[src/hdl/iomem_pkg.sv]
/*
 * shared definitions for the peripheral bus of the board top
 * address map, limits and enumerated types
 */
package iomem_pkg;

	// ********************
	// address map, bits 31:24 of mem_addr
	// ********************
	localparam logic [7:0] periph_gpio  = 8'h03;
	localparam logic [7:0] periph_timer = 8'h04;

	// ********************
	// limits
	// ********************
	// scroll stops at this shift
	localparam integer led_shift_max = 10;
	// reset stretch length in clock cycles
	localparam logic [5:0] por_cycles = 6'd63;

	// ********************
	// types
	// ********************
	// registered target of the current access
	typedef enum logic [1:0] {
		sel_none,
		sel_gpio,
		sel_timer
	} periph_sel_t;

	// timer register, picked by address bit 2
	typedef enum logic {
		treg_count,
		treg_ctrl
	} timer_reg_t;

endpackage

[src/hdl/board_top.sv]
/*
 * board top, peripheral side of the SoC
 * reset stretcher, bus decoder, GPIO with LED scroller, timer
 */
`timescale 1ns/1ns

module board_top (
	input  logic        clk,
	input  logic        resetn,
	input  logic        mem_valid,
	input  logic [3:0]  mem_wstrb,
	input  logic [31:0] mem_addr,
	input  logic [31:0] mem_wdata,
	output logic        mem_ready,
	output logic [31:0] mem_rdata,
	output logic [7:0]  leds,
	output logic        timer_irq
);

	logic        sys_resetn;
	logic        gpio_sel;
	logic        gpio_ready;
	logic [31:0] gpio_rdata;
	logic [31:0] gpio;
	logic        timer_sel;
	logic        timer_ready;
	logic [31:0] timer_rdata;

	// ********************
	// reset
	// ********************
	por_stretch u_por (
		.clk        (clk),
		.resetn     (resetn),
		.sys_resetn (sys_resetn)
	);

	// ********************
	// bus decode
	// ********************
	iomem_decode u_decode (
		.clk         (clk),
		.resetn      (sys_resetn),
		.mem_valid   (mem_valid),
		.mem_addr    (mem_addr),
		.mem_ready   (mem_ready),
		.mem_rdata   (mem_rdata),
		.gpio_sel    (gpio_sel),
		.gpio_ready  (gpio_ready),
		.gpio_rdata  (gpio_rdata),
		.timer_sel   (timer_sel),
		.timer_ready (timer_ready),
		.timer_rdata (timer_rdata)
	);

	// ********************
	// peripherals
	// ********************
	gpio_reg u_gpio (
		.clk    (clk),
		.resetn (sys_resetn),
		.sel    (gpio_sel),
		.wstrb  (mem_wstrb),
		.wdata  (mem_wdata),
		.ready  (gpio_ready),
		.rdata  (gpio_rdata),
		.gpio   (gpio)
	);

	led_scroller u_leds (
		.clk    (clk),
		.resetn (sys_resetn),
		.gpio   (gpio),
		.leds   (leds)
	);

	// address bit 2 picks count or ctrl
	iomem_timer u_timer (
		.clk      (clk),
		.resetn   (sys_resetn),
		.sel      (timer_sel),
		.addr_reg (mem_addr[2]),
		.wstrb    (mem_wstrb),
		.wdata    (mem_wdata),
		.ready    (timer_ready),
		.rdata    (timer_rdata),
		.irq      (timer_irq)
	);

endmodule

[src/hdl/gpio_reg.sv]
/*
 * 32-bit GPIO register on the peripheral bus, byte-writable
 */
`timescale 1ns/1ns

module gpio_reg (
	input  logic        clk,
	input  logic        resetn,
	input  logic        sel,
	input  logic [3:0]  wstrb,
	input  logic [31:0] wdata,
	output logic        ready,
	output logic [31:0] rdata,
	output logic [31:0] gpio
);

	// ********************
	// register and ready
	// ********************
	always_ff @(posedge clk) begin
		if (!resetn) begin
			gpio  <= '0;
			ready <= 1'b0;
		end else begin
			// one-cycle pulse per strobe
			ready <= sel;
			if (sel) begin
				// merge only the strobed bytes
				for (int b = 0; b < 4; b++) begin
					if (wstrb[b])
						gpio[b*8 +: 8] <= wdata[b*8 +: 8];
				end
			end
		end
	end

	// ********************
	// read data
	// ********************
	// old value, before this access's write
	always_ff @(posedge clk) begin
		if (sel)
			rdata <= gpio;
	end

endmodule

[src/hdl/iomem_decode.sv]
/*
 * address decoder for the peripheral bus
 * per-slave select strobes, ready merge, read mux, unmapped response
 */
`timescale 1ns/1ns

module iomem_decode import iomem_pkg::*; (
	input  logic        clk,
	input  logic        resetn,
	input  logic        mem_valid,
	input  logic [31:0] mem_addr,
	output logic        mem_ready,
	output logic [31:0] mem_rdata,
	output logic        gpio_sel,
	input  logic        gpio_ready,
	input  logic [31:0] gpio_rdata,
	output logic        timer_sel,
	input  logic        timer_ready,
	input  logic [31:0] timer_rdata
);

	logic        hit_gpio;
	logic        hit_timer;
	logic        req_new;
	logic        unmapped_ready;
	periph_sel_t sel_q;

	// ********************
	// region decode
	// ********************
	assign hit_gpio  = (mem_addr[31:24] == periph_gpio);
	assign hit_timer = (mem_addr[31:24] == periph_timer);

	// request not yet answered
	// ready high means this access is done, block a second strobe
	assign req_new = mem_valid && !mem_ready;

	assign gpio_sel  = req_new && hit_gpio;
	assign timer_sel = req_new && hit_timer;

	// ********************
	// target tracking and unmapped answer
	// ********************
	always_ff @(posedge clk) begin
		if (!resetn) begin
			sel_q          <= sel_none;
			unmapped_ready <= 1'b0;
		end else begin
			unmapped_ready <= req_new && !hit_gpio && !hit_timer;
			if (req_new) begin
				if (hit_gpio)
					sel_q <= sel_gpio;
				else if (hit_timer)
					sel_q <= sel_timer;
				else
					sel_q <= sel_none;
			end
		end
	end

	// ready and read data back to the master
	assign mem_ready = gpio_ready | timer_ready | unmapped_ready;

	always_comb begin
		case (sel_q)
			sel_gpio:  mem_rdata = gpio_rdata;
			sel_timer: mem_rdata = timer_rdata;
			// unmapped reads return zero
			default:   mem_rdata = '0;
		endcase
	end

	// ********************
	// checks
	// ********************
	// one responder per access
	assert property (@(posedge clk) disable iff (!resetn)
		$onehot0({gpio_ready, timer_ready, unmapped_ready}));

	// no ready without a request on the edge before
	assert property (@(posedge clk) disable iff (!resetn)
		mem_ready |-> $past(mem_valid));

endmodule

[src/hdl/iomem_timer.sv]
/*
 * down-counting timer on the peripheral bus
 * count and ctrl registers, pending flag drives the interrupt
 */
`timescale 1ns/1ns

module iomem_timer import iomem_pkg::*; (
	input  logic        clk,
	input  logic        resetn,
	input  logic        sel,
	input  logic        addr_reg,
	input  logic [3:0]  wstrb,
	input  logic [31:0] wdata,
	output logic        ready,
	output logic [31:0] rdata,
	output logic        irq
);

	logic [31:0] count;
	logic [31:0] count_merged;
	logic        enable;
	logic        pending;
	logic        wr_count;
	logic        wr_ctrl;
	logic        running;
	logic        expire;
	timer_reg_t  reg_sel;

	assign reg_sel  = timer_reg_t'(addr_reg);
	assign wr_count = sel && |wstrb && reg_sel == treg_count;
	assign wr_ctrl  = sel && |wstrb && reg_sel == treg_ctrl;

	// count with the strobed bytes replaced
	always_comb begin
		count_merged = count;
		for (int b = 0; b < 4; b++) begin
			if (wstrb[b])
				count_merged[b*8 +: 8] = wdata[b*8 +: 8];
		end
	end

	// ********************
	// counter
	// ********************
	assign running = enable && count != '0;
	// last step, 1 to 0
	assign expire  = running && !wr_count && count == 32'd1;

	always_ff @(posedge clk) begin
		if (!resetn) begin
			count   <= '0;
			enable  <= 1'b0;
			pending <= 1'b0;
			ready   <= 1'b0;
		end else begin
			ready <= sel;
			// bus load wins over the decrement
			if (wr_count)
				count <= count_merged;
			else if (running)
				count <= count - 32'd1;

			if (wr_ctrl && wstrb[0])
				enable <= wdata[0];

			// a new expiry is not lost to a clear in the same cycle
			if (expire)
				pending <= 1'b1;
			else if (wr_ctrl && wstrb[0] && wdata[1])
				pending <= 1'b0;
		end
	end

	assign irq = pending;

	// read data, value before this access's write
	always_ff @(posedge clk) begin
		if (sel)
			rdata <= (reg_sel == treg_count) ? count : {30'b0, pending, enable};
	end

	// zero only leaves by a bus load
	assert property (@(posedge clk) disable iff (!resetn)
		(count == '0 && !wr_count) |=> count == '0);

endmodule

[src/hdl/led_scroller.sv]
/*
 * LED view of the GPIO low byte, scrolls right while all LEDs are lit
 */
`timescale 1ns/1ns

module led_scroller import iomem_pkg::*; (
	input  logic        clk,
	input  logic        resetn,
	input  logic [31:0] gpio,
	output logic [7:0]  leds
);

	// shift amount, only reset clears it
	logic [4:0] shift;
	logic       all_lit;

	assign leds    = gpio[7:0] >> shift;
	assign all_lit = &leds;

	// one step per cycle, up to the limit
	always_ff @(posedge clk) begin
		if (!resetn) begin
			shift <= '0;
		end else if (all_lit && shift < 5'(led_shift_max)) begin
			shift <= shift + 5'd1;
		end
	end

	// shift stays within the cap
	assert property (@(posedge clk) disable iff (!resetn)
		shift <= 5'(led_shift_max));

endmodule

[src/hdl/por_stretch.sv]
/*
 * reset stretcher, holds the fabric in reset for a fixed count
 * after the external reset is released
 */
`timescale 1ns/1ns

module por_stretch import iomem_pkg::*; (
	input  logic clk,
	input  logic resetn,
	output logic sys_resetn
);

	// stretch counter, saturates at por_cycles
	logic [5:0] cnt;
	logic       cnt_done;

	assign cnt_done = (cnt == por_cycles);

	always_ff @(posedge clk) begin
		if (!resetn) begin
			// any low resetn restarts the stretch
			cnt        <= '0;
			sys_resetn <= 1'b0;
		end else begin
			if (!cnt_done) begin
				cnt <= cnt + 6'd1;
			end
			// released one edge after the terminal count
			sys_resetn <= cnt_done;
		end
	end

endmodule

[config.mk]
export PLATFORM = sky130hd
export DESIGN_NAME = board_top
export DESIGN_NICKNAME = d
export VERILOG_FILES = /design/src/hdl/iomem_pkg.sv /design/src/hdl/board_top.sv /design/src/hdl/gpio_reg.sv /design/src/hdl/iomem_decode.sv /design/src/hdl/iomem_timer.sv /design/src/hdl/led_scroller.sv /design/src/hdl/por_stretch.sv
export SDC_FILE = /design/constraint.sdc
export NUM_CORES = 1
export LEC_CHECK = 0
export BUFFER_PORTS_ARGS = -buffer_cell sky130_fd_sc_hd__buf_2
export CELL_PAD_IN_SITES_DETAIL_PLACEMENT = 1
export CELL_PAD_IN_SITES_GLOBAL_PLACEMENT = 2
export CORE_MARGIN = 2
export CORE_UTILIZATION = 35
export DETAILED_ROUTE_END_ITERATION = 8
export PLACE_DENSITY = 0.84
export SLEW_MARGIN = 20
export SYNTH_ARGS = -nofsm -noshare
export SYNTH_HDL_FRONTEND = slang
export SYNTH_SLANG_ARGS = --single-unit
[constraint.sdc]
create_clock -name clk -period 8.1 [get_ports clk]
set_clock_uncertainty 0.15 [all_clocks]
set_input_delay 2.43 -clock clk [delete_from_list [all_inputs] [get_ports clk]]
set_output_delay 2.43 -clock clk [all_outputs]
set_load 0.02 [all_outputs]
# Word-level counts from Yosys, hierarchy flattened
# Index checks and enable logic that the tools add are counted.
[word_totals]
input_bits = 71
mem_count = 0
wordCells = 81
reg_bits = 147
latch_bits = 0
mem_bits_rw = 0
mem_bits_ro = 0
[op_classes]
n_reduce_logical = 31
div = 0
add_sub_neg = 3
shift = 1
bitwise = 3
muxes = 12
n_lt_le_gt_ge = 1
multipliers = 0
eq_ne = 10
[ops]
columns = ["op", "count"]
rows = [
  ["32-bit 2-to-1 mux", 2],
  ["32-bit one-hot mux with 2 select lines", 1],
  ["32-bit by 1-bit equality test with 1-bit output (second input constant)", 1],
  ["8-bit 2-to-1 mux", 4],
  ["32-bit nonzero test", 1],
  ["32-bit by 1-bit subtractor with 32-bit output (second input constant)", 1],
  ["2-bit AND reduction", 8],
  ["1-bit logical AND", 14],
  ["8-bit by 2-bit equality test with 1-bit output (second input constant)", 1],
  ["8-bit by 3-bit equality test with 1-bit output (second input constant)", 1],
  ["2-bit inequality test (second input constant)", 4],
  ["8-bit AND reduction", 1],
  ["8-bit by 5-bit right shift with 8-bit output", 1],
  ["6-bit by 1-bit adder with 6-bit output (second input constant)", 1],
  ["6-bit equality test (second input constant)", 1],
  ["2-bit 2-to-1 mux", 3],
  ["5-bit by 1-bit adder with 5-bit output (second input constant)", 1],
  ["5-bit by 4-bit < comparator with 1-bit output (second input constant)", 1],
  ["1-bit zero test", 4],
  ["2-bit nonzero test", 2],
  ["4-bit OR reduction", 1],
  ["2-bit by 1-bit equality test with 1-bit output (second input constant)", 1],
  ["2-bit equality test (second input constant)", 1],
  ["1-bit 2-to-1 mux", 2],
  ["other kinds (2)", 3],
]

# Depth between registers and ports, before layout
[depth]
word_depth = 11
depth_mapped = 10
ltp_nobuf = 8

# Modules after synthesis
# Synthesis repeated with hierarchy kept, for this count alone.
[hier_totals]
cells_unflattened = 769
area_unflattened_um2 = 7450.9
[by_module_without_submodules]
columns = ["mod", "seq_area_each_um2", "cells_per_inst", "area_each_um2", "instances"]
rows = [
  ["iomem_timer", 1661.6, 384, 3555.9, 1],
  ["gpio_reg", 1621.6, 185, 2412.3, 1],
  ["iomem_decode", 60.1, 102, 633.1, 1],
  ["led_scroller", 100.1, 67, 555.5, 1],
  ["por_stretch", 140.1, 31, 294.0, 1],
]

# Worst setup path before layout
# Ideal clock, no wire load.
[synth_path]
path_kind = "in2reg"
from = "input port mem_addr[29]"
to = "register u_gpio.gpio[18]"
arrival_time_ps = 6445
path_stages = 7
t_required_ps = 7879
setup_slack_ps = 1434
path_cell_list = "or4_1 or2_2 nor3_1 and2_1 clkbuf_1 nand2_1 a21oi_1"
[synth_between]
elab_chain_cells = 3
[synth_lines]
columns = ["item", "line", "text"]
rows = [
  ["from (decl)", "board_top.sv:12", "input logic [31:0] mem_addr,"],
  ["8-bit by 2-bit equality test with 1-bit output", "iomem_decode.sv:31", "assign hit_gpio = (mem_addr[31:24] == periph_gpio);"],
  ["1-bit logical AND", "iomem_decode.sv:38", "assign gpio_sel = req_new && hit_gpio;"],
  ["via gpio_sel", "board_top.sv:21", "logic gpio_sel;"],
  ["2-bit AND reduction (no source line)", "-", ""],
  ["to (signal, indexed assignment)", "gpio_reg.sv:31", "gpio[b*8 +: 8] <= wdata[b*8 +: 8];"],
  ["to (decl)", "gpio_reg.sv:14", "output logic [31:0] gpio"],
]
# The timed path passes the listed nets, and every way through them passes these cells.
# A chain may end at the register's enable or synchronous reset.

# Final worst setup path
[layout_path]
from = "input port mem_addr[29]"
to = "register u_timer.count[25]"
[layout_between]
elab_chain_cells = 6
elab_cells_between_ends = 8
classes_between = "eq/ne (2); mux (1); reduce/logical (5)"
[layout_lines]
columns = ["item", "line", "text"]
rows = [
  ["8-bit by 3-bit equality test with 1-bit output *", "iomem_decode.sv:32", "assign hit_timer = (mem_addr[31:24] == periph_timer);"],
  ["1-bit logical AND *", "iomem_decode.sv:39", "assign timer_sel = req_new && hit_timer;"],
  ["via timer_sel", "board_top.sv:25", "logic timer_sel;"],
  ["1-bit logical AND * (2 in series)", "iomem_timer.sv:30", "assign wr_count = sel && |wstrb && reg_sel == treg_count;"],
  ["2-bit inequality test (no source line) or 2-bit nonzero test (tied branches)", "-", ""],
  ["2-bit AND reduction (no source line)", "-", ""],
  ["to (signal assigned)", "iomem_timer.sv:59", "count <= count_merged;"],
  ["to (signal assigned)", "iomem_timer.sv:61", "count <= count - 32'd1;"],
  ["to (decl)", "iomem_timer.sv:19", "logic [31:0] count;"],
]
# The timed path passes the listed nets; every way through them passes the cells marked *.

==> metrics.cfg <==
[run_status]
outcome = completed

[floorplanning]
die_area_sq_um = 20800
core_area_sq_um = 19400
io_pins = 113
die_w_microns = 144.2
die_h_microns = 144.2
num_rows = 51
initial_core_util_pct = 35.47

[logic_synthesis]
syn_area_sq_um = 6882
ys_seq_area_share_pct = 52.07
synthTopCellsByArea = edfxtp_1 (28%), dfxtp_1 (24%), nand2_1 (6.1%)
synth_nets = 810
synth_top_area_share_pct = 27.93
synth_area_per_cell_sq_um = 9.388
yosys_warnings = 0
async_reset_ff_share_pct = 0
ys_seq_elements = 147
synth-edff-count = 64
synth_cell_types = 62
ys.flop_type = dfxtp_1
syn_inst = 733
yosysTopAreaCell = edfxtp_1

[clock_network]
htree_levels = 4
clock_latency_ns = 0.42
cts_sinks = 147
holdBufCountCts = 0
cts_root_buf = clkbuf_16
cts_tree = yes
post-cts-setup-buffer-count = 0
clk_pin_slew_ns = 0.06
cts_buffer_depth = 2
cts_buffers = 17
cts-resized-gates = 0

[grt]
grt_pass1_wl_microns = 32080
grt_pass1_vias = 6230
grt_max_degree = 46
grtUsageTotal_pct = 19.77
use_met1_pct = 24.59
grt-ovfl-total = 0
antenna_found_initial = 0
use_met2_pct = 35.09
top_usage_layer = met2
grt_use_met3_pct = 3.311

[sta]
setup_viol = 0
fin_setup_tns_ns = 0
maxSlewViolCount = 0
fin_crit_ns = 5.283
period_share_pct = 65.22
tightest_slew_ns = 0.8246
finalHoldViolCount = 0
rsz0062_at_grt = no
slew_headroom_pct = 44.91
max_freq_mhz = 189.3

[route]
via_per_inst = 5.387
vias = 5829
drc = 0
detail_route.wl_per_cell_microns = 18.45
postRouteWirelength_microns = 19960
drtIter0Drc = 400
first_pass_iters = 4
ant_nets = 0

[worst_setup_path]
reg2reg_from = u_timer.ready
crit_type = in -> reg
cp.arrival_ns = 5.45
endpoint_kind = register
cp-startpoint = mem_addr[29]
cp.required_ns = 8.26
start_kind = input pin
cp_max_fo = 41

[layout]
seq_area_sq_um = 3583
nFillCells = 2266
area_growth_pct = 17.96
final_common_cell = nand2_1
multi_input_area_sq_um = 3057
final_cell_mix = nand2_1 (112), buf_2 (89), dfxtp_1 (83)
diodes = 0
final_area_sq_um = 8118
finalNetCount = 881
drive_above_1_share_pct = 17.87

[power_and_ir_drop]
cellPowerDensity_nw_per_um2 = 197.4
ir_worst_vdd_v = 0.0001571
leakage_nw = 2.789

[place]
port_buffers = 89
place.gp.congestion = 0.8387
postPlaceCellArea_sq_um = 7515
dpl.hpwl_microns = 14030

[hold_path]
hold_path.startpoint = u_gpio.gpio[28]
hold_path_class = reg -> reg

[run]
maxCapViolations = 0

Yosys cell counts (6+ instances only):
| cell type | number |
|---|---|
| o21a_1 | 8 |
| buf_2 | 8 |
| ha_1 | 6 |
| o211ai_1 | 8 |
| nor4_1 | 11 |
| nand3b_1 | 6 |
| nor3_1 | 24 |
| inv_1 | 11 |
| a22oi_1 | 33 |
| a21oi_1 | 78 |
| nand2_1 | 112 |
| nand3_1 | 18 |
| o21ai_0 | 18 |
| nor2_1 | 68 |
| nor2b_1 | 31 |
| or3_1 | 7 |
| edfxtp_1 | 64 |
| a21o_1 | 6 |
| clkbuf_1 | 31 |
| nand4_1 | 6 |
| dfxtp_1 | 83 |
| and2_1 | 12 |
| a31oi_1 | 6 |
where the power goes:
group	switching (mW)	internal [mW]	total [mW]
Clock	0.310	0.493	0.803
Sequential	0.00128	0.769	0.770
Combinational	0.0180	0.0115	0.0295
Total	0.329	1.27	1.60
metal layers:
layer / part of all wire [%] / up-vias / wire (microns)
li1: - / 2805 / -
met1: 45 / 2878 / 9024
met2: 50 / 119 / 10030
met3: 3.0 / 27 / 591
met4: 1.6 / 0 / 311
met5: 0 / - / 0
final timing paths:
check | end | slack [ns] | cells past startpoint
max | u_timer.count[25] | 2.82 | 9
min reg2reg | u_gpio.rdata[28] | 0.28 | 0
max reg2reg | u_timer.count[25] | 4.51 | 8
min | u_gpio.rdata[28] | 0.28 | 0
worst max-delay path, cell delays in order:
cell and delay (ns):
buf_2 0.09, or4_1 0.57, nor4_4 0.26, buf_4 0.54
and2_2 0.57, buf_4 0.47, or4_1 0.19, a21oi_1 0.05
o21a_1 0.22
final cells by class:
class | count | share of cell area, %
clock buffers | 20 | 5.502
clock inverters | 12 | 1.927
inverters | 12 | 0.5549
multi-input cells | 530 | 37.65
flip-flops and latches | 147 | 44.14
well taps | 265 | 4.084
repair buffers | 96 | 6.134
cells by family after synthesis:
kind of cell	share of synthesized area (%)
buffers and inverters	3.636
and+or+nand+nor	22.96
AOI/OAI and AO/OA	17.49
muxes	2.364
adders and majority gates	1.091
DFF	52.07
xor gates and xnor gates	0.3819
through the flow:
step / hold slack [ns] / util [%] / std cells / worst slack, ns / power [mW]
6_report: 0.2798 / 41.85 / 1082 / 2.817 / 1.603
5_1_grt: 0.2958 / 41.85 / 1082 / 2.619 / 1.648
4_1_cts: 0.2820 / 41.85 / 1082 / 2.814 / 1.613
3_5_place_dp: 0.2661 / 38.74 / 1050 / 2.365 / 0.8160
3_3_place_gp: 0.2634 / 38.73 / 1050 / 2.465 / 0.8149
2_1_floorplan: 0.2581 / - / 733 / 1.434 / 0.7944
Note: power is estimated with default switching activity, not from simulation.
